$ cat src/mips_pkg.sv
`default_nettype none

package mips_pkg;

    typedef logic [31:0] t_word;    // Data and instruction word
    typedef logic [4:0]  t_reg_idx; // Register index
    typedef logic [5:0]  t_opcode;  // Opcode field, bits 31..26
    typedef logic [5:0]  t_funct;   // Function field, bits 5..0
    typedef logic [2:0]  t_alu_ctl; // ALU operation
    typedef logic [1:0]  t_fwd_sel; // ALU operand source

    localparam t_opcode OP_RTYPE = 6'h00; // add sub and or slt
    localparam t_opcode OP_ADDI  = 6'h08;
    localparam t_opcode OP_LW    = 6'h23;
    localparam t_opcode OP_SW    = 6'h2b;
    localparam t_opcode OP_BEQ   = 6'h04;

    localparam t_funct FN_ADD = 6'h20;
    localparam t_funct FN_SUB = 6'h22;
    localparam t_funct FN_AND = 6'h24;
    localparam t_funct FN_OR  = 6'h25;
    localparam t_funct FN_SLT = 6'h2a;

    localparam t_alu_ctl ALU_ADD = 3'd0;
    localparam t_alu_ctl ALU_SUB = 3'd1; // Also the beq compare
    localparam t_alu_ctl ALU_AND = 3'd2;
    localparam t_alu_ctl ALU_OR  = 3'd3;
    localparam t_alu_ctl ALU_SLT = 3'd4; // Signed less than

    localparam t_fwd_sel FWD_REG   = 2'd0; // Value read in decode
    localparam t_fwd_sel FWD_EXMEM = 2'd1; // ALU result one ahead
    localparam t_fwd_sel FWD_MEMWB = 2'd2; // Write-back value two ahead

endpackage

`default_nettype wire
$ cat src/stall_unit.sv
`timescale 1ns/10ps
`default_nettype none

module stall_unit import mips_pkg::*; (
    input  wire           i_reset,
    input  wire           i_branch_taken,       // Branch resolved taken in MEM
    input  wire           i_id_ex_mem_read,     // Load in EX
    input  wire t_reg_idx i_id_ex_rt,           // Load destination
    input  wire t_reg_idx i_if_id_rt,           // Sources of the instruction in ID
    input  wire t_reg_idx i_if_id_rs,
    output logic          o_select_control_nop, // Zero control into ID/EX
    output logic          o_enable_if_id,       // Low holds IF/ID
    output logic          o_enable_pc,          // Low holds the PC
    output logic          o_flush_if,           // No-op into IF/ID
    output logic          o_flush_ex            // Zero control into EX/MEM
);

    logic load_use; // ID needs the value still being loaded

    assign load_use = i_id_ex_mem_read &&
                      ((i_id_ex_rt == i_if_id_rs) || (i_id_ex_rt == i_if_id_rt));

    always_comb begin
        o_enable_pc          = 1'b1; // Normal flow unless overridden
        o_enable_if_id       = 1'b1;
        o_select_control_nop = 1'b0;
        o_flush_if           = 1'b0;
        o_flush_ex           = 1'b0;
        if (!i_reset) begin
            if (i_branch_taken) begin     // Control hazard wins over a stall
                o_flush_if           = 1'b1; // Kill the three younger instructions
                o_select_control_nop = 1'b1;
                o_flush_ex           = 1'b1;
            end else if (load_use) begin  // Data hazard on a load
                o_enable_pc          = 1'b0; // Hold fetch for one cycle
                o_enable_if_id       = 1'b0;
                o_select_control_nop = 1'b1; // Bubble into EX
            end
        end
    end

endmodule

`default_nettype wire

$ cat config.mk
export PLATFORM = sky130hd
export DESIGN_NAME = stall_unit
export DESIGN_NICKNAME = d
export VERILOG_FILES = /design/src/mips_pkg.sv /design/src/stall_unit.sv
export SDC_FILE = /design/constraint.sdc
export NUM_CORES = 1
export LEC_CHECK = 0
export BUFFER_PORTS_ARGS = -buffer_cell sky130_fd_sc_hd__buf_2
export CAP_MARGIN = 20
export CORE_AREA = 2 2 39 41
export DETAILED_ROUTE_END_ITERATION = 12
export DIE_AREA = 0 0 41 43
export PLACE_DENSITY_LB_ADDON = 0.05
export SKIP_LAST_GASP = 1
export SLEW_MARGIN = 25
export SYNTH_ARGS = -nofsm -noshare
export SYNTH_HDL_FRONTEND = slang
export SYNTH_SLANG_ARGS = --single-unit
$ cat constraint.sdc
create_clock -name vclk -period 1.46
set_input_delay 0.292 -clock vclk [all_inputs]
set_output_delay 0.292 -clock vclk [all_outputs]
set_load 0.01 [all_outputs]
Word-level counts from Yosys, hierarchy flattened
Cells that the tools add are included.
W data, S select, Z words.
- multipliers: 0
- add/subtract/negate cells: 0
- equality and inequality tests: 2
- shifts and indexed selects: 0
- divide/modulo/power cells: 0
- multiplexer cells: 8
- bitwise gates (word level): 0
- $lt $le $gt $ge: 0
- reductions and logical operators: 2
- operators with widths (operator ; number):
    $eq A5 B5 Y1 ; 2
    $mux W1 ; 8
    $logic_and A1 B1 Y1 ; 1
    $logic_or A1 B1 Y1 ; 1
- bits in writable memories: 0
- word-level logic and storage cells: 12
- bits in latches: 0
- bits in registers: 0
- ROM bits: 0
- memories: 0

Longest topological paths before layout
- depth in word-level cells: 6
- gate-level depth with buffers: 5
- depth with buffers taken out: 4

Worst setup path after synthesis
No wires, ideal clock.
- path type: input -> output
- from: in i_id_ex_rt[0]
- to: out o_enable_pc
- path buffers: 1
- stages: 5
- path slack: -4 ps
- data required time: 1168 ps
- arrival: 1172 ps
- cells stage by stage: xor2_1 -> nor4_1 -> nand3_1 -> a21o_1 -> buf_4
- word-level cells in the longest chain between the ends: 6
- elaborated cells between the ends (all ways): 7
- those cells by class: 2 x eq/ne; 3 x mux; 2 x reduce/logical
- RTL lines (what ; RTL line ; source):
    from (decl) ; stall_unit.sv:8 ; input wire t_reg_idx i_id_ex_rt,
    $eq A5 B5 Y1 ; stall_unit.sv:21 ; ((i_id_ex_rt == i_if_id_rs) || (i_id_ex_rt == i_if_id_rt));
    $logic_or A1 B1 Y1 (*) ; stall_unit.sv:21 ;
    $logic_and A1 B1 Y1 (*) ; stall_unit.sv:20 ; assign load_use = i_id_ex_mem_read &&
    $mux W1 (*) (3 in a row) ; -- ;
    to (decl) ; stall_unit.sv:13 ; output logic o_enable_pc,
Mark *: on every way between the ends. The rest lies on a longest branch, timed or not.

Final worst setup path
- from: in i_id_ex_rt[2]
- to: out o_enable_pc
- word-level cells in the longest chain between the ends: 6
- elaborated cells between the ends (all ways): 7
- those cells by class: 2 x eq/ne; 3 x mux; 2 x reduce/logical
- RTL lines (what ; RTL line ; source):
    $eq A5 B5 Y1 ; stall_unit.sv:21 ;
    $logic_or A1 B1 Y1 (*) ; stall_unit.sv:21 ;
    $logic_and A1 B1 Y1 (*) ; stall_unit.sv:20 ;
    $mux W1 (*) ; stall_unit.sv:34 ; end else if (load_use) begin
    $mux W1 (*) ; stall_unit.sv:30 ; if (i_branch_taken) begin
    $mux W1 (*) ; stall_unit.sv:29 ; if (!i_reset) begin
Marked as above.

==> results.toml <==
[detailed_routing]
postRouteWirelength_um = 444
dr_total_vias = 211
average_wire_per_standard_cell_um = 7.53
drc = 0
drtIter0Drc = 0
vias_per_cell = 3.58
postRouteAntennaNets = 0
drt_pass1_iterations = 1

[layout]
post_route_cells_drive_above_1_share = 0.651
layout.clock_buffers = 0
regArea_sq_um = 0
final_nets = 63
flip_flop_and_latch_count = 0
mostFrequentLayoutCell = "buf_2"
final_core_utilization = 0.229
synth_to_final_area_change_pct = 107
layout.cell_area.non_filler_sq_um = 317
layout_common_cells = "buf_2, xor2_1, buf_4"
antenna_diode_count = 0

[sta]
setup_ws_final_ns = -0.113
relSlewSlack = 0.861
final.period_utilization = 1.08
finalSetupViolCount = 3
period_minus_slack_ns = 1.57
drv_slew = 0
grt_setup_unrepaired = "true"
worst_slew_pin_slew_ns = 0.207
final-hold-violation-count = 0
timing.fmax_mhz = 636

[synth]
netlist_top_cells_area = "xor2_1, xnor2_1, buf_4"
yosys.area.top_type_share = 0.459
synth_area_per_cell_sq_um = 7.63
synth.yosys.seq_area_share = 0
synth_nets = 38
syn_area_sq_um = 153
netlist_instances = 20
synth_cell_type_count = 8
synth.yosys.warnings = 0
synth_largest_area_cell = "xor2_1"

[critical_path]
crit_path_max_incr_delay_ns = 0.27
cp_cell_sequence = "buf_6, xor2_1, nor4_2, nand3_1, a21o_1, buf_2"
crit_path_end = "o_enable_pc"
cp_required_ns = 1.17
crit_path_start_kind = "primary input"
critPathArrivalTime_ns = 1.28
criticalPathCategory = "primary input to primary output"
startpoint = "i_id_ex_rt[2]"
critical-path-slowest-cell = "nor4_2"
setup.worst_path.end_class = "primary output"
crit_path_max_fo = 2

[floorplanning]
placementRows = 14
die_area_sq_um = 1760
standard_cell_core_area_sq_um = 1380
initial_utilization = 0.110
floorplan.die.height_um = 43
top_level_ports = 23
die_w_um = 41

[placed_design]
buffer_ports.inserted = 23
placedInstanceArea_sq_um = 288
gp_routability_congestion = 0.643
dp_worst_setup_slack_ns = -0.210

[worst_hold_path]
hold_path.class = "primary input to primary output"

[pwr]
p_total_w = 0.0000782
irDropWorstVdd_uv = 75.1
p_per_area_nw_per_um2 = 247
p_leak_nw = 0.155

[status]
status = "finished, violations left"
violated_checks = "negative setup slack"

[global_route]
globalRouteTotalUtil = 0.0539
grt_max_degree = 4
first_global_vias = 192
grt_antenna_before_repair = 0
gr_ovfl_total = 0
grt_first_pass_wirelength_um = 703

[clocking]
postCtsHoldBufs = 0

[flow_run]
max_cap_viol_count = 0
## cells in the mapped netlist
cell type / n
xor2_1: 8
buf_4: 2
nand3_1: 2
nor2b_1: 2
nor4_1: 2
xnor2_1: 2
a21o_1: 1
nand3b_1: 1
## worst min path at each step
stage / start / to / slack, ns / depth (start not counted)
after floorplan: i_reset / o_flush_ex / 0.64 / 1
after global placement: i_reset / o_flush_ex / 0.85 / 3
after CTS: i_reset / o_flush_if / 0.85 / 3
final: i_reset / o_flush_if / 0.85 / 3
after global routing: i_reset / o_flush_if / 0.88 / 3
after detailed placement: i_reset / o_flush_if / 0.85 / 3
## critical path: cells and delay by family
kind | cells | cell delay, ns
xor gates and xnor gates | 1 | 0.16
buffers and inverters | 2 | 0.23
AOI/OAI and AO/OA | 1 | 0.20
and+or+nand+nor | 2 | 0.40
## cell families after synthesis
group	count (synthesis)	share of synthesized area
and+or+nand+nor	7	0.279
AOI/OAI and AO/OA	1	0.0492
buffers and inverters	2	0.0983
xor gates and xnor gates	10	0.574
## what timing repair did
| action | CTS | global route |
|---|---|---|
| endpoints found under the setup margin | 3 | 3 |
| resized for setup | 1 | 4 |
| pin swaps | 6 | 3 |
| buffers inserted | 0 | 0 |
## where the power goes
| part | internal (W) | switching, W | total, W |
|---|---|---|---|
| combinational | 0.0000447 | 0.0000335 | 0.0000782 |
| clock | 0 | 0 | 0 |
| sequential | 0 | 0 | 0 |
| total | 0.0000447 | 0.0000335 | 0.0000782 |
## layout make-up
class | count | area (sq um)
tap | 16 | 20.0
fill | 169 | 1070
timing repair buffer | 25 | 139
multi-input combinational | 18 | 158
## metal layers
metal  routed length [um]  GRT usage  vias up  share of wire
met5                    0          0        -              0
met3                   73          0        0           0.16
met2                  203     0.0875       15           0.46
met4                    0          0        0              0
li1                     -          -      111              -
met1                  167     0.0823       85           0.38
## through the flow
stage | TNS, ns | hold slack [ns] | instances
3_5_place_dp | -0.516 | 0.851 | 59
4_1_cts | -0.488 | 0.851 | 59
6_report | -0.230 | 0.849 | 59
5_1_grt | -0.559 | 0.876 | 59
2_1_floorplan | 0 | 0.642 | 20
3_3_place_gp | -0.561 | 0.849 | 59
No activity file was read; power rests on OpenSTA's default activity.
