**src/mips_pkg.sv**
```systemverilog
`default_nettype none

package mips_pkg;

    typedef logic [31:0] t_word;    // Data and instruction word
    typedef logic [4:0]  t_reg_idx; // Register index
    typedef logic [5:0]  t_opcode;  // Opcode field, bits 31..26
    typedef logic [5:0]  t_funct;   // Function field, bits 5..0
    typedef logic [2:0]  t_alu_ctl; // ALU operation
    typedef logic [1:0]  t_fwd_sel; // ALU operand source

    localparam t_opcode OP_RTYPE = 6'h00; // add sub and or slt
    localparam t_opcode OP_ADDI  = 6'h08;
    localparam t_opcode OP_LW    = 6'h23;
    localparam t_opcode OP_SW    = 6'h2b;
    localparam t_opcode OP_BEQ   = 6'h04;

    localparam t_funct FN_ADD = 6'h20;
    localparam t_funct FN_SUB = 6'h22;
    localparam t_funct FN_AND = 6'h24;
    localparam t_funct FN_OR  = 6'h25;
    localparam t_funct FN_SLT = 6'h2a;

    localparam t_alu_ctl ALU_ADD = 3'd0;
    localparam t_alu_ctl ALU_SUB = 3'd1; // Also the beq compare
    localparam t_alu_ctl ALU_AND = 3'd2;
    localparam t_alu_ctl ALU_OR  = 3'd3;
    localparam t_alu_ctl ALU_SLT = 3'd4; // Signed less than

    localparam t_fwd_sel FWD_REG   = 2'd0; // Value read in decode
    localparam t_fwd_sel FWD_EXMEM = 2'd1; // ALU result one ahead
    localparam t_fwd_sel FWD_MEMWB = 2'd2; // Write-back value two ahead

endpackage

`default_nettype wire
```
**src/memory_stage.sv**
```systemverilog
`timescale 1ns/10ps
`default_nettype none

module memory_stage import mips_pkg::*; #(
    parameter int DMEM_DEPTH = 64
) (
    input  wire           i_clock,
    input  wire           i_reset,
    input  wire t_word    i_ex_mem_result,        // Address or ALU value
    input  wire t_word    i_ex_mem_store_data,
    input  wire t_word    i_ex_mem_branch_target,
    input  wire           i_ex_mem_zero,
    input  wire t_reg_idx i_ex_mem_rd,
    input  wire           i_ex_mem_reg_write,
    input  wire           i_ex_mem_mem_read,
    input  wire           i_ex_mem_mem_write,
    input  wire           i_ex_mem_branch,
    output logic          o_branch_taken,
    output t_word         o_branch_target,
    output logic          o_wb_we,
    output t_reg_idx      o_wb_reg,
    output t_word         o_wb_data
);

    localparam int DMEM_AW = $clog2(DMEM_DEPTH);

    t_word dmem [DMEM_DEPTH];
    t_word load_data;
    logic  mem_wb_mem_read; // Write back the load data
    t_word mem_wb_load;
    t_word mem_wb_alu;

    assign load_data       = dmem[i_ex_mem_result[DMEM_AW+1:2]]; // Word access
    assign o_branch_taken  = i_ex_mem_branch && i_ex_mem_zero;   // beq operands equal
    assign o_branch_target = i_ex_mem_branch_target;
    assign o_wb_data       = mem_wb_mem_read ? mem_wb_load : mem_wb_alu;

    always_ff @(posedge i_clock) begin
        if (i_ex_mem_mem_write) dmem[i_ex_mem_result[DMEM_AW+1:2]] <= i_ex_mem_store_data;
    end

    always_ff @(posedge i_clock) begin
        if (i_reset) begin
            o_wb_we         <= 1'b0;
            mem_wb_mem_read <= 1'b0;
        end else begin
            o_wb_we         <= i_ex_mem_reg_write;
            mem_wb_mem_read <= i_ex_mem_mem_read;
        end
    end

    always_ff @(posedge i_clock) begin
        o_wb_reg    <= i_ex_mem_rd;
        mem_wb_load <= load_data;
        mem_wb_alu  <= i_ex_mem_result;
    end

endmodule

`default_nettype wire

```
**config.mk**
```make
export PLATFORM = sky130hd
export DESIGN_NAME = memory_stage
export DESIGN_NICKNAME = d
export VERILOG_FILES = /design/src/mips_pkg.sv /design/src/memory_stage.sv
export SDC_FILE = /design/constraint.sdc
export NUM_CORES = 2
export LEC_CHECK = 0
export ABC_AREA = 1
export ABC_CLOCK_PERIOD_IN_PS = 5700
export BUFFER_PORTS_ARGS = -buffer_cell sky130_fd_sc_hd__clkbuf_2
export CAP_MARGIN = 20
export CORE_ASPECT_RATIO = 1.25
export CORE_MARGIN = 5
export CORE_UTILIZATION = 45
export CTS_BUF_LIST = sky130_fd_sc_hd__clkbuf_16
export CTS_CLUSTER_DIAMETER = 40
export DETAILED_ROUTE_END_ITERATION = 10
export GPL_TIMING_DRIVEN = 0
export HOLD_SLACK_MARGIN = 0.05
export PLACE_DENSITY = 0.67
export SKIP_CTS_REPAIR_TIMING = 1
export SLEW_MARGIN = 15
export SYNTH_ARGS = -nofsm -noshare
export SYNTH_HDL_FRONTEND = slang
export SYNTH_SLANG_ARGS = --single-unit
export TNS_END_PERCENT = 100
```
**constraint.sdc**
```tcl
create_clock -name i_clock -period 5.7 [get_ports i_clock]
set_input_delay 0.285 -clock i_clock [delete_from_list [all_inputs] [get_ports i_clock]]
set_output_delay 0.285 -clock i_clock [all_outputs]
set_load 0.03 [all_outputs]
```
== After elaboration in Yosys (flattened, before gate mapping) ==
Memory sizes are Yosys's and may differ from the RTL's. A register that Yosys moved wholly into a read port is not among the register bits.
Index checks and enable logic that the tools add are counted.

* Shifts and indexed selects: 0
* Multiplexer cells: 3
* Div/mod/pow operators: 0
* Equality and inequality tests: 0
* $mul: 0
* Order comparisons: 0
* Add/sub/neg operators: 0
* Bitwise logic cells: 0
* Reductions and logical operators: 1

{| class="wikitable"
|+ Operators with widths
! kind !! count
|-
| $mux W32 || 1
|-
| $mux W1 || 2
|-
| $logic_and A1 B1 Y1 || 1
|}

* Latch bits: 0
* Output and inout port bits: 71
* Register bits: 39
* Memories: 1
* RAM bits: 2,048
* Memory bits (read-only): 0

{| class="wikitable"
|+ Memories
! name !! depth !! bits a word !! rd ports !! clocked after memory_dff !! wr ports !! line !! source
|-
| dmem || 64 || 32 || 1 || 1 || 1 || memory_stage.sv:27 || <nowiki>t_word dmem [DMEM_DEPTH];</nowiki>
|}

== Depth between registers and ports, before layout ==
* Word-level depth: 2
* Mapped depth: 15
* Depth with buffers taken out: 11

== Worst setup path after synthesis ==
No wires, ideal clock.

* Path kind: input port to flip-flop
* Start: input i_ex_mem_result[2]
* End: memory dmem[41][0] in the netlist's numbering (enable)
* Cell stages on the path: 6
* Arrival: 4.066 ns
* Library setup time: 0.502 ns
* Path buffers: 4
* Data required time: 5.198 ns
* Slack: 1.132 ns
* Path through: buf_4 > inv_2 > buf_6 > buf_4 > buf_2 > nor4_1

{| class="wikitable"
|+ RTL lines
! item !! line !! source
|-
| from (decl) || memory_stage.sv:9 || <nowiki>input wire t_word i_ex_mem_result,</nowiki>
|-
| to (decl) || memory_stage.sv:27 ||
|}

No word-level cell before the write port.

== Final worst setup path ==
* Start: input i_ex_mem_result[3]
* End: memory dmem[22][11] in the netlist's numbering (enable)

No word-level cell before the write port.

==> reports/metrics.cfg <==
[placed_design]
dp_hpwl_um=190000
place_area_um2=94800
port_buffers=145
globalplace.congestion=0.969

[yosys]
async_flop_share=0
synth_compound_area_frac=0.000825
synth_adder_area_share=0
synthFlopType=edfxtp_1
synth_top_area_cell=edfxtp_1
yosysMostFrequentCell=nand2_1
synthMuxAreaShare=0.00410
synth_cell_types=22
syn_area_um2=88000
yosysWarnings=0
synth_area_leaders=edfxtp_1 (70%), nand2_1 (24%), dfxtp_1 (1.6%), buf_2 (1.2%), buf_4 (0.61%)
synth_nets=8661
synth_xor_area_frac=0
synth_seq_area_share=0.715
synth_enable_flop_cells=2048
ys_top_cells_by_count=nand2_1 (5729), edfxtp_1 (2048), buf_2 (205)
ys_seq_elements=2119
synth_top_family_by_area=simple AND/OR/NAND/NOR gates
synth_top_area_frac=0.699
synthCells=8553
syn_avg_cell_area_um2=10.3
synth-simple-area-share=0.253

[floorplan]
die_w_um=405
ios=179
core_area_um2=195000
rows=181
die_y_um=504
start_util=0.452
die_area_um2=205000

[drt]
drc=0
wl_per_cell_um=22.7
via_per_inst=5.21
drtPass1Iterations=8
drt_wl_total_um=272000
vias=62273
drt_iter0_drc=6993
drtAntennaViolNets=0

[clock_network]
cts_tree=yes
cts.path.max_buffers=4
clock-sinks=2119
clk_pin_slew_worst_paths_ns=0.06
clock_latency_ns=0.93
htreeDepth=5
cts_inserted_buffers=274
clockRootBuffer=clkbuf_16

[power_and_ir_drop]
swShare=0.235
p_seq_frac=0.472
clkPwrFrac=0.459
peakVddDrop_uv=339
p_switching_w=0.00858
leakage_nw=44.0
internal_power_w=0.0279
combPwrFrac=0.069
fin_total_pwr_w=0.0365
p_per_area_nw_per_um2=349

[min_path]
min_path_cells=3
hold_path_end=dmem[41][29]$_DFFE_PP_
hold_path_class=in2reg
min_from=i_ex_mem_mem_write

[worst_setup_path]
reg2reg_depth=10
crit_required_ns=6.28
regToRegStartpoint=dmem[63][20]$_DFFE_PP_
crit_path_start_kind=input port
arrival_ns=4.79
regToRegSetupSlack_ns=3.39
worst-path-max-fanout=18
critPathKind=in2reg
r2r-end=mem_wb_load[20]$_DFF_P_
cp-end-kind=register

[grt]
grt_pass1_vias=59146
grt_usage=0.258
grt_pass1_wl_um=387000
overflow=0
grt_max_degree=65
antenna_found_initial=23

[sta]
period_minus_slack_ns=4.21
hold_viol=0
worstMarginPinSlew_ns=1.25
setup_viol=0
fmax_mhz=238
finalCritPeriodShare=0.738
rsz0062_at_grt=false
slew_headroom=0.165
drv_slew=0
finClkSkew_ns=0.0739
setup_tns_ns=0

[finish]
largest_register_ffs=2048
area_growth_pct=18.9
fin_nets=9294
drive_above_1_share=0.116
final_area_um2=105000

[run]
maxCapViolCount=0

[run_status]
status=finished, final reports clean

## cell families after synthesis
kind of cell / count (synthesis)
and+or+nand+nor: 5899
DFF: 2119
buffers and inverters: 491
muxes: 32
AOI/OAI and AO/OA: 12
## power groups by stage
stage	clock network [W]	logic (W)	registers, W
finish	0.0168	0.00251	0.0173
global route	0.0176	0.00270	0.0173
CTS	0.0169	0.00242	0.0173
detailed placement	0	0.00241	0.0176
global placement	0	0.00227	0.0176
floorplan	0	0.00121	0.0176
## how the worst max path moves through the flow
| stage | startpoint | slack, ns | depth (start not counted) | endpoint |
|---|---|---|---|---|
| final | i_ex_mem_result[3] | 1.49 | 8 | dmem[22][11]$_DFFE_PP_ |
| after global routing | i_ex_mem_result[3] | 1.59 | 8 | dmem[22][11]$_DFFE_PP_ |
| after CTS | i_ex_mem_result[3] | 2.25 | 7 | dmem[22][13]$_DFFE_PP_ |
| after detailed placement | i_ex_mem_result[3] | 1.33 | 7 | dmem[22][14]$_DFFE_PP_ |
| after global placement | i_ex_mem_result[3] | -1.82 | 6 | dmem[41][6]$_DFFE_PP_ |
| after floorplan | i_ex_mem_result[2] | 1.13 | 6 | dmem[41][0]$_DFFE_PP_ |
## stage by stage
| step | worst slack, ns | util | cells | hold slack [ns] |
|---|---|---|---|---|
| global placement | -1.82 | 0.472 | 11260 | 0.387 |
| CTS | 2.25 | 0.532 | 11840 | -0.601 |
| finish | 1.49 | 0.538 | 11950 | 0.0686 |
| floorplan | 1.13 | - | 8553 | 0.313 |
| global route | 1.59 | 0.538 | 11942 | 0.0523 |
| detailed placement | 1.33 | 0.487 | 11371 | 0.389 |
## area by class of cell
type / instances / area [um2]
Antenna cell: 9 / 22.5
Buffer: 458 / 2280
Clock buffer: 278 / 6960
Clock inverter: 191 / 1850
Fill cell: 16170 / 89900
Inverter: 33 / 124
Multi-Input combinational cell: 5943 / 23100
Sequential cell: 2119 / 62900
Tap cell: 2562 / 3210
Timing Repair Buffer: 357 / 4110
## cell usage in the layout (no fill, tap or decap), drive strengths merged, types with 9 or more instances in the layout
master	Yosys	final
nor2	139	139
mux2	32	32
dfxtp	71	71
diode	0	9
buf	319	432
bufinv	0	25
clkbuf	139	561
dlygate4sd3	0	100
clkinvlp	0	32
nand3	13	13
nand2	5729	5729
clkinv	0	71
edfxtp	2048	2048
inv	33	96
## layer usage
layer,vias to the layer above,wire length (um),global-route usage
li1,28958,-,-
met1,29503,97800,0.311
met2,3088,128000,0.423
met4,4,20700,0.166
met5,-,27,0
met3,720,24700,0.0542
## worst max-delay path, cell delays in order
cell           delay (ns)
dlygate4sd3_1        0.53
clkbuf_2             0.15
buf_2                0.18
clkbuf_1             0.93
buf_2                0.47
nand4_1              0.92
nor2_4               1.02
buf_16               0.24
Note: power is estimated with default switching activity, not from simulation.
