$ cat src/mips_pkg.sv
`default_nettype none

package mips_pkg;

    typedef logic [31:0] t_word;    // Data and instruction word
    typedef logic [4:0]  t_reg_idx; // Register index
    typedef logic [5:0]  t_opcode;  // Opcode field, bits 31..26
    typedef logic [5:0]  t_funct;   // Function field, bits 5..0
    typedef logic [2:0]  t_alu_ctl; // ALU operation
    typedef logic [1:0]  t_fwd_sel; // ALU operand source

    localparam t_opcode OP_RTYPE = 6'h00; // add sub and or slt
    localparam t_opcode OP_ADDI  = 6'h08;
    localparam t_opcode OP_LW    = 6'h23;
    localparam t_opcode OP_SW    = 6'h2b;
    localparam t_opcode OP_BEQ   = 6'h04;

    localparam t_funct FN_ADD = 6'h20;
    localparam t_funct FN_SUB = 6'h22;
    localparam t_funct FN_AND = 6'h24;
    localparam t_funct FN_OR  = 6'h25;
    localparam t_funct FN_SLT = 6'h2a;

    localparam t_alu_ctl ALU_ADD = 3'd0;
    localparam t_alu_ctl ALU_SUB = 3'd1; // Also the beq compare
    localparam t_alu_ctl ALU_AND = 3'd2;
    localparam t_alu_ctl ALU_OR  = 3'd3;
    localparam t_alu_ctl ALU_SLT = 3'd4; // Signed less than

    localparam t_fwd_sel FWD_REG   = 2'd0; // Value read in decode
    localparam t_fwd_sel FWD_EXMEM = 2'd1; // ALU result one ahead
    localparam t_fwd_sel FWD_MEMWB = 2'd2; // Write-back value two ahead

endpackage

`default_nettype wire
$ cat src/fetch_stage.sv
`timescale 1ns/10ps
`default_nettype none

module fetch_stage import mips_pkg::*; #(
    parameter int IMEM_DEPTH = 64
) (
    input  wire                          i_clock,
    input  wire                          i_reset,
    input  wire                          i_imem_we,     // Program load, reset only
    input  wire [$clog2(IMEM_DEPTH)-1:0] i_imem_addr,   // Word address
    input  wire t_word                   i_imem_data,
    input  wire                          i_enable_pc,    // Low during load-use stall
    input  wire                          i_enable_if_id,
    input  wire                          i_flush_if,     // Taken branch kills fetch
    input  wire                          i_branch_taken,
    input  wire t_word                   i_branch_target,
    output t_word                        o_pc,
    output t_word                        o_if_id_instr,
    output t_word                        o_if_id_pc_plus4
);

    localparam int IMEM_AW = $clog2(IMEM_DEPTH);

    t_word imem [IMEM_DEPTH];
    t_word pc_plus4;
    t_word instr;

    assign pc_plus4 = o_pc + 32'd4;
    assign instr    = imem[o_pc[IMEM_AW+1:2]]; // Word aligned fetch

    always_ff @(posedge i_clock) begin
        if (i_reset && i_imem_we) imem[i_imem_addr] <= i_imem_data;
    end

    always_ff @(posedge i_clock) begin
        if (i_reset)             o_pc <= '0;
        else if (i_branch_taken) o_pc <= i_branch_target; // Redirect from MEM
        else if (i_enable_pc)    o_pc <= pc_plus4;
    end

    always_ff @(posedge i_clock) begin
        if (i_reset || i_flush_if) begin
            o_if_id_instr    <= '0; // All-zero word is a no-op
            o_if_id_pc_plus4 <= '0;
        end else if (i_enable_if_id) begin
            o_if_id_instr    <= instr;
            o_if_id_pc_plus4 <= pc_plus4;
        end
    end

endmodule

`default_nettype wire

$ cat config.mk
export PLATFORM = sky130hd
export DESIGN_NAME = fetch_stage
export DESIGN_NICKNAME = d
export VERILOG_FILES = /design/src/mips_pkg.sv /design/src/fetch_stage.sv
export SDC_FILE = /design/constraint.sdc
export NUM_CORES = 2
export LEC_CHECK = 0
export BUFFER_PORTS_ARGS = -buffer_cell sky130_fd_sc_hd__buf_4
export CAP_MARGIN = 40
export CORE_ASPECT_RATIO = 1.5
export CORE_MARGIN = 4
export CORE_UTILIZATION = 60
export CTS_BUF_LIST = sky130_fd_sc_hd__clkbuf_8
export CTS_CLUSTER_DIAMETER = 50
export DETAILED_ROUTE_END_ITERATION = 10
export PLACE_DENSITY_LB_ADDON = 0.1
export SLEW_MARGIN = 5
export SYNTH_ARGS = -nofsm -noshare
export SYNTH_HDL_FRONTEND = slang
export SYNTH_SLANG_ARGS = --single-unit
$ cat constraint.sdc
create_clock -name i_clock -period 7 [get_ports i_clock]
set_clock_uncertainty 0.15 [all_clocks]
set_input_delay 0.7 -clock i_clock [delete_from_list [all_inputs] [get_ports i_clock]]
set_output_delay 0.7 -clock i_clock [all_outputs]
set_load 0.01 [all_outputs]
## After elaboration in Yosys (flattened, before gate mapping)

Memory sizes are Yosys's and may differ from the RTL's. A register that Yosys moved wholly into a read port is not among the register bits.
Index checks and enable logic that the tools add are counted.

- Add/subtract/negate cells: 1
- Mux-type cells: 4
- Reductions and logical operators: 3

Operator list:

| kind | number |
|---|---|
| $mux W32 | 2 |
| $add A32 B3 Y32 const B | 1 |
| $mux W1 | 2 |
| $reduce_bool A2 Y1 | 1 |
| $logic_and A1 B1 Y1 | 1 |
| $logic_or A1 B1 Y1 | 1 |

- Bits in registers: 64
- RAM bits: 2,048
- Input bits: 77
- Output and inout port bits: 96
- Word-level logic and storage cells: 11
- Memories kept: 1

Memories:

| memory | words | width | read ports | clocked after Yosys merged registers in | wr ports | RTL line | text |
|---|---|---|---|---|---|---|---|
| imem | 64 | 32 | 1 | 1 | 1 | fetch_stage.sv:24 | `t_word imem [IMEM_DEPTH];` |

## Depth between registers and ports, before layout

- Depth after elaboration: 3
- Depth in mapped cells: 11
- Mapped depth without buffers: 7

## Worst setup path after synthesis

No wires, ideal clock.

- Path kind: input port to flip-flop
- Start point: input port i_imem_addr[4]
- End point: memory imem[16][0] in the netlist's numbering (enable)
- Library setup time: 0.421 ns
- Data arrival time: 2.889 ns
- Required time: 6.429 ns
- Path slack: 3.540 ns
- Cell stages on the path: 4
- Buffers on the path: 2
- Cells stage by stage: clkbuf_1 or3b_2 clkbuf_1 nor2_1

RTL lines:

| item | RTL line | text |
|---|---|---|
| from (decl) | fetch_stage.sv:10 | `input wire [$clog2(IMEM_DEPTH)-1:0] i_imem_addr,` |
| to (decl) | fetch_stage.sv:24 |  |

No word-level cell before the write port.

## Worst setup path after layout

- Start point: register o_pc[3]
- End point: register o_pc[31]

- Longest elaborated chain between the ends: 3

RTL lines:

| item | RTL line | text |
|---|---|---|
| from (decl) | fetch_stage.sv:17 | `output t_word o_pc,` |
| from (signal assigned) | fetch_stage.sv:37 | `else if (i_branch_taken) o_pc <= i_branch_target;` |
| from (signal assigned) | fetch_stage.sv:38 | `else if (i_enable_pc) o_pc <= pc_plus4;` |
| $add A32 B3 Y32 | fetch_stage.sv:28 | `assign pc_plus4 = o_pc + 32'd4;` |
| $mux W32 | fetch_stage.sv:38 |  |
| $mux W32 | fetch_stage.sv:37 |  |

Every way passes these cells. The select of a mux whose other input is x is not followed.
A chain may end at the register's enable or synchronous reset.

==> results_dict.tcl <==
set metrics [dict create \
    grt_pass1_vias 44700 \
    dr.pass1.iters 6 \
    clk_path_buf_depth 4 \
    clock_power_share 0.365 \
    vias 44000 \
    startpoint_type "flop" \
    port_buffers 172 \
    max_freq_mhz 221 \
    grt_pass1_wl_um 305000 \
    cp_slowest_cell "dfxtp_4" \
    fin_nets 4885 \
    grt_util_met3 0.0570 \
    power.density_nw_per_um2 265 \
    postCtsSetupRepairBufs 0 \
    busiest_layer "met2" \
    coreArea_um2 138000 \
    use_met2 0.493 \
    final_cell_mix "edfxtp_1 (2048), mux2i_1 (541), clkbuf_8 (335)" \
    seq_power_share 0.570 \
    cellLeakagePower_uw 0.0298 \
    combPwrFrac 0.065 \
    ff2ff_setup_slack_ps 2480 \
    cpPeakStageDelay_ps 660 \
    grt_use_total 0.291 \
    holdPathEnd "imem[25][13]$_DFFE_PP_" \
    grt_max_degree 120 \
    required_ps 7720 \
    wl_per_cell_um 30.6 \
    min_from "i_imem_data[13]" \
    synth_edf_count 2048 \
    nFillCells 9015 \
    yosysSeqAreaShare 0.761 \
    syn_avg_cell_area_um2 19.0 \
    cts_tree "built" \
    ys_ff_latch 2144 \
    clock_latency_ps 1010 \
    die_h_um 465 \
    worstPathCellList "buf_4 -> buf_12 -> nand4_1 -> nor4_2 -> buf_4 -> and2_0 -> nand4_1 -> xnor2_1 -> o21a_1 -> dlygate4sd3_1" \
    viasPerCell 6.38 \
    r2r-end "o_pc[31]$_SDFFE_PP0N_" \
    finalWirelength_um 211000 \
    crit_buf_inv 4 \
    cp_top_family "buffers and inverters" \
    synth_fp_nets 4455 \
    worstReg2RegStart "o_pc[3]$_SDFFE_PP0N_" \
    hold_viol 0 \
    numCtsBuffers 315 \
    htreeDepth 5 \
    vdd_ir_drop_max_uv 220 \
    clock-sinks 2144 \
    overflow 0 \
    cp-end-kind "flop" \
    synth.distinct_cells 63 \
    synth_ff_type "edfxtp_1" \
    crit_type "flop to flop" \
    rsz0062_at_grt "no" \
    synth_area_um2 83400 \
    min_period_ps 4520 \
    p_int_uw 19300 \
    finalMaxSlewViolations 0 \
    io_pins 173 \
    arrival_ps 5250 \
    finalCritPeriodShare 0.646 \
    hold_class "input port to flop" \
    met1_usage 0.379 \
    critPathMaxFanout 69 \
    tightest_slew_ps 1000 \
    drtAntennaViolNets 0 \
    initial_utilization 0.604 \
    seq_area_um2 63400 \
    status "complete, no violations" \
    maxCapViolCount 0 \
    cts-root-buf "clkbuf_8" \
    grt_antenna_before_repair 7 \
    die_area_um2 145000 \
    switching_share 0.226 \
    die_width_um 312 \
    drc 0 \
    num_rows 167 \
    multiInputGateArea_um2 18900 \
    clk_pin_slew_worst_paths_ps 70 \
    drive_above_1_share 0.211 \
    dpl.hpwl_um 125000 \
    fin_util 0.679 \
    yosysWarnings 0 \
    p_sw_uw 5610 \
    slew_headroom 0.333 \
    syn_to_final_growth_pct 12.5 \
    routabilityCongestion 0.857 \
    reg2regPathDepth 10 \
    hold_path_depth 1 \
    setup_viol 0 \
    drt_iter0_markers 5077 \
    syn-instance-count 4377 \
    setup_tns_ps 0 \
    layout_commonest_cell "edfxtp_1" \
    async_reset_ff_frac 0 \
]
-- power by group through the flow --
stage / Clock, uW / Combinational (uW) / Sequential, uW
after floorplan: 0 / 924 / 14400
after global placement: 0 / 1550 / 14500
after detailed placement: 0 / 1580 / 14500
after CTS: 9240 / 1620 / 14200
after global routing: 9830 / 1710 / 14200
final: 9080 / 1630 / 14200
-- cells by family (layout without fill, tap and decap cells) --
logic type	count (synthesis)	in the layout	share of synthesized area
muxes	826	826	0.140
and+or+nand+nor	572	572	0.0310
xor gates and xnor gates	55	55	0.00578
other	0	5	0
DFF	2144	2144	0.761
AOI/OAI and AO/OA	506	506	0.0428
adders and majority gates	1	1	0.000150
buffers and inverters	273	918	0.0196
-- layer usage --
metal  wire, um  vias up
met1      78000    22800
li1           -    18700
met5         43        -
met3      17600      433
met2     108000     2060
met4       7700        6
-- how the worst max path moves through the flow --
stage / start / endpoint / slack [ps] / cells after the start
4_1_cts: o_pc[3]$_SDFFE_PP0N_ / o_pc[31]$_SDFFE_PP0N_ / 2530 / 10
2_1_floorplan: i_imem_addr[4] / imem[16][0]$_DFFE_PP_ / 3540 / 4
3_3_place_gp: i_reset / imem[5][3]$_DFFE_PP_ / 2890 / 5
6_report: o_pc[3]$_SDFFE_PP0N_ / o_pc[31]$_SDFFE_PP0N_ / 2480 / 10
5_1_grt: o_pc[3]$_SDFFE_PP0N_ / o_pc[31]$_SDFFE_PP0N_ / 2250 / 10
3_5_place_dp: o_pc[3]$_SDFFE_PP0N_ / o_if_id_instr[4]$_SDFFE_PP0P_ / 3040 / 8
-- synth_stat cells, types with 5 or more instances --
| cell | instances | share of area |
|---|---|---|
| edfxtp_1 | 2048 | 0.74 |
| buf_1 | 23 | 0.0010 |
| a221oi_1 | 14 | 0.0015 |
| a22oi_1 | 199 | 0.018 |
| clkbuf_1 | 76 | 0.0034 |
| nand3b_1 | 6 | 0.00054 |
| mux4_2 | 256 | 0.069 |
| nor2_1 | 151 | 0.0068 |
| mux4_1 | 10 | 0.0032 |
| a211oi_1 | 28 | 0.0025 |
| o21ai_0 | 65 | 0.0039 |
| and2_1 | 6 | 0.00045 |
| nand2_1 | 205 | 0.0092 |
| o221ai_1 | 19 | 0.0020 |
| mux2_2 | 19 | 0.0026 |
| xnor2_1 | 38 | 0.0040 |
| nor3_1 | 8 | 0.00048 |
| a41oi_1 | 10 | 0.0011 |
| or3_1 | 10 | 0.00075 |
| a2111oi_0 | 12 | 0.0013 |
| xor2_1 | 17 | 0.0018 |
| a21oi_1 | 96 | 0.0058 |
| nor2b_1 | 7 | 0.00053 |
| buf_4 | 62 | 0.0056 |
| and3_1 | 5 | 0.00038 |
| nand4_1 | 46 | 0.0035 |
| a221oi_2 | 10 | 0.0018 |
| o22ai_1 | 16 | 0.0012 |
| dfxtp_1 | 96 | 0.023 |
| buf_2 | 65 | 0.0039 |
| mux2i_1 | 541 | 0.065 |
| a32oi_1 | 10 | 0.0011 |
| inv_1 | 10 | 0.00045 |
| buf_6 | 31 | 0.0042 |
| nand3_1 | 108 | 0.0065 |
-- state kept, by name, summed over array words and instances, names as in the netlist --
register / flops
o_if_id_instr: 32
imem: 2048
o_if_id_pc_plus4: 32
o_pc: 32
-- area by class of cell --
cell class | count | area share
Timing Repair Buffer | 375 | 0.0379
Tap cell | 1859 | 0.0248
Antenna cell | 5 | 0.000133
Multi-Input combinational cell | 1960 | 0.201
Inverter | 11 | 0.000440
Sequential cell | 2144 | 0.677
Clock buffer | 335 | 0.0492
Clock inverter | 197 | 0.00998
-- through the flow --
stage	hold slack, ps	cells	total power (uW)	setup WS, ps	area [um2]
3_3_place_gp	327	6248	16000	2890	86800
3_5_place_dp	328	6276	16000	3040	87500
4_1_cts	13.4	6881	25000	2530	93800
6_report	100	6886	24900	2480	93800
5_1_grt	84.8	6886	25700	2250	93800
2_1_floorplan	334	4377	15400	3540	83400
-- repair_timing --
action / 4_1_cts / 5_1_grt
hold buffers: 73 / 0
endpoints found under the hold margin: 34 / 0
resized for setup: 0 / 0
Power figures use the tool's default switching activity.
