--- src/mips_pkg.sv ---
`default_nettype none

package mips_pkg;

    typedef logic [31:0] t_word;    // Data and instruction word
    typedef logic [4:0]  t_reg_idx; // Register index
    typedef logic [5:0]  t_opcode;  // Opcode field, bits 31..26
    typedef logic [5:0]  t_funct;   // Function field, bits 5..0
    typedef logic [2:0]  t_alu_ctl; // ALU operation
    typedef logic [1:0]  t_fwd_sel; // ALU operand source

    localparam t_opcode OP_RTYPE = 6'h00; // add sub and or slt
    localparam t_opcode OP_ADDI  = 6'h08;
    localparam t_opcode OP_LW    = 6'h23;
    localparam t_opcode OP_SW    = 6'h2b;
    localparam t_opcode OP_BEQ   = 6'h04;

    localparam t_funct FN_ADD = 6'h20;
    localparam t_funct FN_SUB = 6'h22;
    localparam t_funct FN_AND = 6'h24;
    localparam t_funct FN_OR  = 6'h25;
    localparam t_funct FN_SLT = 6'h2a;

    localparam t_alu_ctl ALU_ADD = 3'd0;
    localparam t_alu_ctl ALU_SUB = 3'd1; // Also the beq compare
    localparam t_alu_ctl ALU_AND = 3'd2;
    localparam t_alu_ctl ALU_OR  = 3'd3;
    localparam t_alu_ctl ALU_SLT = 3'd4; // Signed less than

    localparam t_fwd_sel FWD_REG   = 2'd0; // Value read in decode
    localparam t_fwd_sel FWD_EXMEM = 2'd1; // ALU result one ahead
    localparam t_fwd_sel FWD_MEMWB = 2'd2; // Write-back value two ahead

endpackage

`default_nettype wire
--- src/decode_stage.sv ---
`timescale 1ns/10ps
`default_nettype none

module decode_stage import mips_pkg::*; (
    input  wire           i_clock,
    input  wire           i_reset,
    input  wire t_word    i_if_id_instr,
    input  wire t_word    i_if_id_pc_plus4,
    input  wire           i_select_control_nop, // Bubble or flush into EX
    input  wire           i_wb_we,              // Write-back from MEM/WB
    input  wire t_reg_idx i_wb_reg,
    input  wire t_word    i_wb_data,
    input  wire t_reg_idx i_dbg_reg,
    output t_word         o_dbg_data,
    output t_reg_idx      o_if_id_rs,           // To the stall unit
    output t_reg_idx      o_if_id_rt,
    output t_word         o_id_ex_rs_data,
    output t_word         o_id_ex_rt_data,
    output t_reg_idx      o_id_ex_rs,
    output t_reg_idx      o_id_ex_rt,
    output t_reg_idx      o_id_ex_rd,           // Destination, rt or rd
    output t_word         o_id_ex_imm,
    output t_word         o_id_ex_pc_plus4,
    output t_alu_ctl      o_id_ex_alu_ctl,
    output logic          o_id_ex_alu_src,      // Immediate as operand b
    output logic          o_id_ex_reg_write,
    output logic          o_id_ex_mem_read,
    output logic          o_id_ex_mem_write,
    output logic          o_id_ex_branch
);

    t_opcode  opcode;
    t_funct   funct;
    t_reg_idx rs, rt, rd;
    t_word    rs_data, rt_data, imm;
    t_alu_ctl alu_ctl;
    logic     alu_src, reg_write, mem_read, mem_write, branch, dst_rd;

    assign opcode     = i_if_id_instr[31:26];
    assign rs         = i_if_id_instr[25:21];
    assign rt         = i_if_id_instr[20:16];
    assign rd         = i_if_id_instr[15:11];
    assign funct      = i_if_id_instr[5:0];
    assign imm        = {{16{i_if_id_instr[15]}}, i_if_id_instr[15:0]}; // Sign extend
    assign o_if_id_rs = rs;
    assign o_if_id_rt = rt;

    register_file register_file_i (
        .i_clock    (i_clock),
        .i_reset    (i_reset),
        .i_rs       (rs),
        .i_rt       (rt),
        .i_dbg_reg  (i_dbg_reg),
        .i_we       (i_wb_we),
        .i_wr_reg   (i_wb_reg),
        .i_wr_data  (i_wb_data),
        .o_rs_data  (rs_data),
        .o_rt_data  (rt_data),
        .o_dbg_data (o_dbg_data)
    );

    always_comb begin
        alu_ctl   = ALU_ADD; // Unknown opcodes fall through as no-ops
        alu_src   = 1'b0;
        reg_write = 1'b0;
        mem_read  = 1'b0;
        mem_write = 1'b0;
        branch    = 1'b0;
        dst_rd    = 1'b0;
        case (opcode)
            OP_RTYPE: begin
                dst_rd    = 1'b1;
                reg_write = 1'b1;
                case (funct)
                    FN_ADD:  alu_ctl = ALU_ADD;
                    FN_SUB:  alu_ctl = ALU_SUB;
                    FN_AND:  alu_ctl = ALU_AND;
                    FN_OR:   alu_ctl = ALU_OR;
                    FN_SLT:  alu_ctl = ALU_SLT;
                    default: reg_write = 1'b0; // Covers the all-zero word
                endcase
            end
            OP_ADDI: begin
                alu_src   = 1'b1;
                reg_write = 1'b1;
            end
            OP_LW: begin
                alu_src   = 1'b1; // Base plus offset
                reg_write = 1'b1;
                mem_read  = 1'b1;
            end
            OP_SW: begin
                alu_src   = 1'b1;
                mem_write = 1'b1;
            end
            OP_BEQ: begin
                alu_ctl = ALU_SUB; // Zero flag gives equality
                branch  = 1'b1;
            end
            default: ;
        endcase
    end

    always_ff @(posedge i_clock) begin
        if (i_reset || i_select_control_nop) begin
            o_id_ex_reg_write <= 1'b0;
            o_id_ex_mem_read  <= 1'b0;
            o_id_ex_mem_write <= 1'b0;
            o_id_ex_branch    <= 1'b0;
        end else begin
            o_id_ex_reg_write <= reg_write;
            o_id_ex_mem_read  <= mem_read;
            o_id_ex_mem_write <= mem_write;
            o_id_ex_branch    <= branch;
        end
    end

    always_ff @(posedge i_clock) begin
        o_id_ex_rs_data  <= rs_data;
        o_id_ex_rt_data  <= rt_data;
        o_id_ex_rs       <= rs;
        o_id_ex_rt       <= rt;
        o_id_ex_rd       <= dst_rd ? rd : rt;
        o_id_ex_imm      <= imm;
        o_id_ex_pc_plus4 <= i_if_id_pc_plus4;
        o_id_ex_alu_ctl  <= alu_ctl;
        o_id_ex_alu_src  <= alu_src;
    end

endmodule

`default_nettype wire

--- src/register_file.sv ---
`timescale 1ns/10ps
`default_nettype none

module register_file import mips_pkg::*; (
    input  wire           i_clock,
    input  wire           i_reset,
    input  wire t_reg_idx i_rs,       // Decode read ports
    input  wire t_reg_idx i_rt,
    input  wire t_reg_idx i_dbg_reg,  // Debug read index
    input  wire           i_we,       // Write-back port
    input  wire t_reg_idx i_wr_reg,
    input  wire t_word    i_wr_data,
    output t_word         o_rs_data,
    output t_word         o_rt_data,
    output t_word         o_dbg_data
);

    t_word regs [32];
    logic  wr_live; // Write that changes the array

    assign wr_live = i_we && (i_wr_reg != '0); // Register 0 stays zero

    // Write-through so decode sees a write of the same cycle
    assign o_rs_data  = (wr_live && (i_wr_reg == i_rs)) ? i_wr_data : regs[i_rs];
    assign o_rt_data  = (wr_live && (i_wr_reg == i_rt)) ? i_wr_data : regs[i_rt];
    assign o_dbg_data = regs[i_dbg_reg]; // Shows the value after the edge

    always_ff @(posedge i_clock) begin
        if (i_reset) begin
            for (int i = 0; i < 32; i++) begin
                regs[i] <= '0; // Every program starts from zeros
            end
        end else if (wr_live) begin
            regs[i_wr_reg] <= i_wr_data;
        end
    end

endmodule

`default_nettype wire

--- config.mk ---
export PLATFORM = sky130hd
export DESIGN_NAME = decode_stage
export DESIGN_NICKNAME = d
export VERILOG_FILES = /design/src/mips_pkg.sv /design/src/decode_stage.sv /design/src/register_file.sv
export SDC_FILE = /design/constraint.sdc
export NUM_CORES = 2
export LEC_CHECK = 0
export CORE_ASPECT_RATIO = 2
export CORE_MARGIN = 1
export CORE_UTILIZATION = 50
export CTS_BUF_LIST = sky130_fd_sc_hd__clkbuf_8
export CTS_CLUSTER_DIAMETER = 50
export DETAILED_ROUTE_END_ITERATION = 10
export DONT_BUFFER_PORTS = 1
export PLACE_DENSITY = 0.66
export SYNTH_ARGS = -nofsm -noshare
export SYNTH_HDL_FRONTEND = slang
export SYNTH_HIERARCHICAL = 1
export SYNTH_SLANG_ARGS = --single-unit
--- constraint.sdc ---
create_clock -name i_clock -period 4.1 [get_ports i_clock]
set_input_delay 0.41 -clock i_clock [delete_from_list [all_inputs] [get_ports i_clock]]
set_output_delay 0.41 -clock i_clock [all_outputs]
set_load 0.05 [all_outputs]
# ---- Word-level counts from Yosys, hierarchy flattened
# Memory sizes are Yosys's and may differ from the RTL's.
# Index checks and enable logic that the tools add are counted.
# W data, S select, Z words.
dict set report totals {
  regBits 135
  ramBits 1024
  output_inout_bits 193
  wordCells 55
  mem_count 1
}
dict set report classes {
  n_eq_ne 11
  n_mux 20
  n_reduce_logical 10
}
# name depth width read_ports rd_ports_with_merged_regs write_ports line_no
set memory_table {}
lappend memory_table {register_file_i.regs 32 32 3 0 32 register_file.sv:18} ;# t_word regs [32];
# op n
set op_table {}
lappend op_table {{$mux W32} 3}
lappend op_table {{$eq A6 B6 Y1 const B} 7}
lappend op_table {{$reduce_or A32 Y1} 1}
lappend op_table {{$mux W1} 12}
lappend op_table {{$pmux W3 S4} 1}
lappend op_table {{$eq A5 B5 Y1} 2}
lappend op_table {{$mux W5} 2}
lappend op_table {{$eq A6 B3 Y1 const B} 1}
lappend op_table {{$eq A6 B4 Y1 const B} 1}
lappend op_table {{$logic_not A6 Y1} 1}
lappend op_table {{$pmux W3 S2} 1}
lappend op_table {{$reduce_bool A5 Y1} 1}
lappend op_table {{$reduce_or A5 Y1} 1}
lappend op_table {{$logic_and A1 B1 Y1} 3}
lappend op_table {{$reduce_or A3 Y1} 1}
lappend op_table {{$pmux W1 S2} 1}
lappend op_table {{$reduce_or A2 Y1} 1}
lappend op_table {{$logic_or A1 B1 Y1} 1}

# ---- Depth between registers and ports, before layout
dict set report depth {
  word_depth 7
  ltp_mapped 8
  mapped_depth_nobuf 5
}

# ---- By module
# Netlist, hierarchy kept.
# mod instances cells_each area_each_um2 seq_area_each_um2
set modules_own_cells {}
lappend modules_own_cells {register_file 1 3911 61476.5 30749.5}
lappend modules_own_cells {decode_stage 1 195 3153.0 2702.6}

# ---- Worst setup path before layout
# Ideal clock, no wire load.
dict set report synth_path {
  path_type {in2out}
  startpoint {input port i_dbg_reg[0]}
  endpoint {output port o_dbg_data[0]}
  arrival_time_ns 2.307
  required_ns 3.690
  setup_slack_ns 1.383
  cell_stages 6
  n_path_buf 3
  cell_sequence {buf_2 buf_6 buf_2 mux4_2 mux4_2 mux2_2}
}
dict set report synth_via {
  elab_chain_cells 1
}
# item line_no
set synth_rtl {}
lappend synth_rtl {{from (decl)} decode_stage.sv:13} ;# input wire t_reg_idx i_dbg_reg,
lappend synth_rtl {{$mem_v2 Z32 W32} n/a}
lappend synth_rtl {{to (decl)} decode_stage.sv:14} ;# output t_word o_dbg_data,
# No other way between the ends.

==> flow_metrics.env <==
export IMPL_max_slew_worst_pin_slew_ns=1.26
export IMPL_cp_start_kind="flop"
export IMPL_fin_crit_ns=3.42
export IMPL_status="finished clean"
export IMPL_grt_overflow=0
export IMPL_syn_avg_cell_area_sq_um=15.7
export IMPL_postRouteAntennaNets=0
export IMPL_synth_top_area_share_pct=47.6
export IMPL_grt_util_met3_pct=10.2
export IMPL_gp_congestion=0.919
export IMPL_max_cap_violations=0
export IMPL_peakVddDrop_v=0.000368
export IMPL_syn_area_sq_um=64600
export IMPL_avgRoutedWirePerCell_um=41.3
export IMPL_grt_pass1_wl_mm=336
export IMPL_drt_total_wl_mm=246
export IMPL_numCtsBuffers=169
export IMPL_synth_cell_types=47
export IMPL_rsz0062_at_grt="no"
export IMPL_clk_latency_ns=0.91
export IMPL_max_freq_mhz=292
export IMPL_final_core_util_pct=55.6
export IMPL_cts_root_buf="clkbuf_8"
export IMPL_critPathKind="reg -> out"
export IMPL_finalSetupViolCount=0
export IMPL_die_w_um=256
export IMPL_cts_sinks=1159
export IMPL_reg2reg_slack_ns=2.01
export IMPL_use_met2_pct=64.3
export IMPL_finalSetupTns_ns=0
export IMPL_die_y_um=510
export IMPL_grt_max_degree=262
export IMPL_start_util_pct=50.4
export IMPL_finalCritPeriodShare_pct=83.4
export IMPL_p_per_area_nw_per_um2=390
export IMPL_hold_path_class="in -> reg"
export IMPL_vias=43300
export IMPL_synth_seq_cells=1159
export IMPL_first_pass_iters=7
export IMPL_drive_above_1_share_pct=30.9
export IMPL_yosysWarnings=6
export IMPL_final_cell_mix="1024 x edfxtp_1, 992 x and2_1, 830 x mux4_2, 253 x o22ai_1, 182 x clkbuf_8"
export IMPL_die_area_sq_um=131000
export IMPL_syn_to_final_growth_pct=10.2
export IMPL_critPathArrivalTime_ns=3.01
export IMPL_first_iter_violations=5861
export IMPL_rows=186
export IMPL_routed_via_density=7.26
export IMPL_synthTopCellsByArea="edfxtp_1 48%, mux4_2 29%, and2_1 9.6%"
export IMPL_antenna_found_initial=27
export IMPL_slew_viol_final=0
export IMPL_fin_skew_ns=0.0317
export IMPL_grt_pass1_vias=44200
export IMPL_nets=4225
export IMPL_cts_max_path_buffers=3
export IMPL_busiest_layer="met2"
export IMPL_worstHoldStart="i_if_id_instr[22]"
export IMPL_core_sq_um=128000
export IMPL_required_ns=3.69
export IMPL_final_common_cell="edfxtp_1"
export IMPL_slew_headroom_pct=15.5
export IMPL_end_kind="output pin"
export IMPL_cts_tree="done"
export IMPL_hold_viol=0
export IMPL_grt_use_total_pct=38.0
export IMPL_h_tree_depth=4
export IMPL_pin_count=303
export IMPL_hold_buffers=175
export IMPL_fill_cells=9977
export IMPL_syn_inst=4106
export IMPL_hpwl_mm=146
export IMPL_drc_errors=0
export IMPL_cts_resized_gates=0
export IMPL_cts_setup_buffers=0
export IMPL_cp_max_fo=3
export IMPL_critical_path_startpoint="register_file_i/regs[28][11]"
export IMPL_synth_yosys_seq_area_share_pct=51.8
export IMPL_synth_area_leader_cell="edfxtp_1"
export IMPL_use_met1_pct=38.3
export IMPL_cts_clk_slew_worst_paths_ns=0.06
export IMPL_power_leakage_uw=0.0238
export IMPL_place_port_buffers=0
export IMPL_reg2reg_from="register_file_i/regs[19][14]"
==> synth_stat cells, drive strengths merged <==
| cell type | instances |
|---|---|
| edfxtp | 1024 |
| and2 | 992 |
| mux4 | 830 |
| clkbuf | 297 |
| o22ai | 253 |
| buf | 192 |
| dfxtp | 135 |
| nand2 | 70 |
| or4 | 65 |
| o21ai | 63 |
| nor2 | 39 |
| mux2 | 37 |
| or2 | 31 |
| nand3b | 13 |
| nand3 | 9 |
| mux2i | 6 |
| or3b | 6 |
| xnor2 | 6 |
| xor2 | 4 |
| nor2b | 3 |
| nor3 | 3 |
| nor4 | 3 |
| or3 | 3 |
| a21oi | 2 |
| nand2b | 2 |
| nand4b | 2 |
| nor3b | 2 |
| a2111oi | 1 |
| a21boi | 1 |
| a31oi | 1 |
| and3 | 1 |
| and4 | 1 |
| and4b | 1 |
| conb | 1 |
| inv | 1 |
| nor4b | 1 |
| o2111a | 1 |
| o211a | 1 |
| o211ai | 1 |
| o31ai | 1 |
| or4bb | 1 |
==> critical path: stages (launching register included) <==
cell and delay [ns]:
edfxtp_1 0.51, mux4_2 0.52, mux4_2 0.54, mux2_2 0.54
==> registers in the layout, indices dropped and copies added (netlist names), 3 cells and up <==
signal and flops:
o_id_ex_rs 5, o_id_ex_imm 16, o_id_ex_rs_data 32, register_file_i/regs 1024
o_id_ex_rd 5, o_id_ex_rt 5, o_id_ex_alu_ctl 3, o_id_ex_pc_plus4 32
o_id_ex_rt_data 32
==> worst paths after layout <==
path | to | cells past startpoint
hold reg to reg | o_id_ex_rs_data[30] | 5
setup / recovery | o_dbg_data[11] | 3
hold / removal | o_id_ex_rs[1] | 1
setup reg to reg | o_id_ex_rs_data[14] | 4
==> cell type report <==
cell class,instances,area (sq um),share of cell area [%]
inverters,1,3.75,0.00527
clock buffers,182,2500,3.52
repair buffers,296,3080,4.33
well taps,1692,2120,2.97
clock inverters,129,727,1.02
multi-input cells,2488,29300,41.1
flip-flops and latches,1159,33500,47.0
diodes,23,57.6,0.0808
==> cells by family (layout without fill, tap and decap cells) <==
group	after synthesis	after routing	share of synthesized area, %
compound gates	325	325	3.06
buf+inv	490	608	3.52
other cells	1	55	0.00580
mux	873	873	29.7
simple gates	1248	1248	11.9
flops	1159	1159	51.8
xor+xnor	10	10	0.136
==> power by group <==
group,total [uW],internal [uW],leakage [uW],switching (uW)
clock network,9240,4490,0.00182,4750
registers,14700,13600,0.0109,1150
logic,3810,1850,0.0111,1970
total,27800,19900,0.0238,7870
==> stage by stage <==
step | total power [uW] | worst slack [ns] | area, sq um | hold slack, ns | std cells
2_1_floorplan | 17500 | 1.38 | 64700 | 0.438 | 4137
3_3_place_gp | 18200 | 1.06 | 66000 | 0.438 | 5461
3_5_place_dp | 18300 | 1.04 | 66000 | 0.438 | 5461
4_1_cts | 27700 | 0.665 | 71200 | 0.000772 | 5947
5_1_grt | 28400 | 0.676 | 71200 | 0.0392 | 5950
6_report | 27800 | 0.680 | 71200 | 0.0711 | 5970
==> per-layer routing <==
layer	wire length, um	vias up
met4	26400	10
met2	124000	3680
li1	-	16400
met3	26900	1200
met5	68	-
met1	69100	22100
No activity file was read; power rests on OpenSTA's default activity.
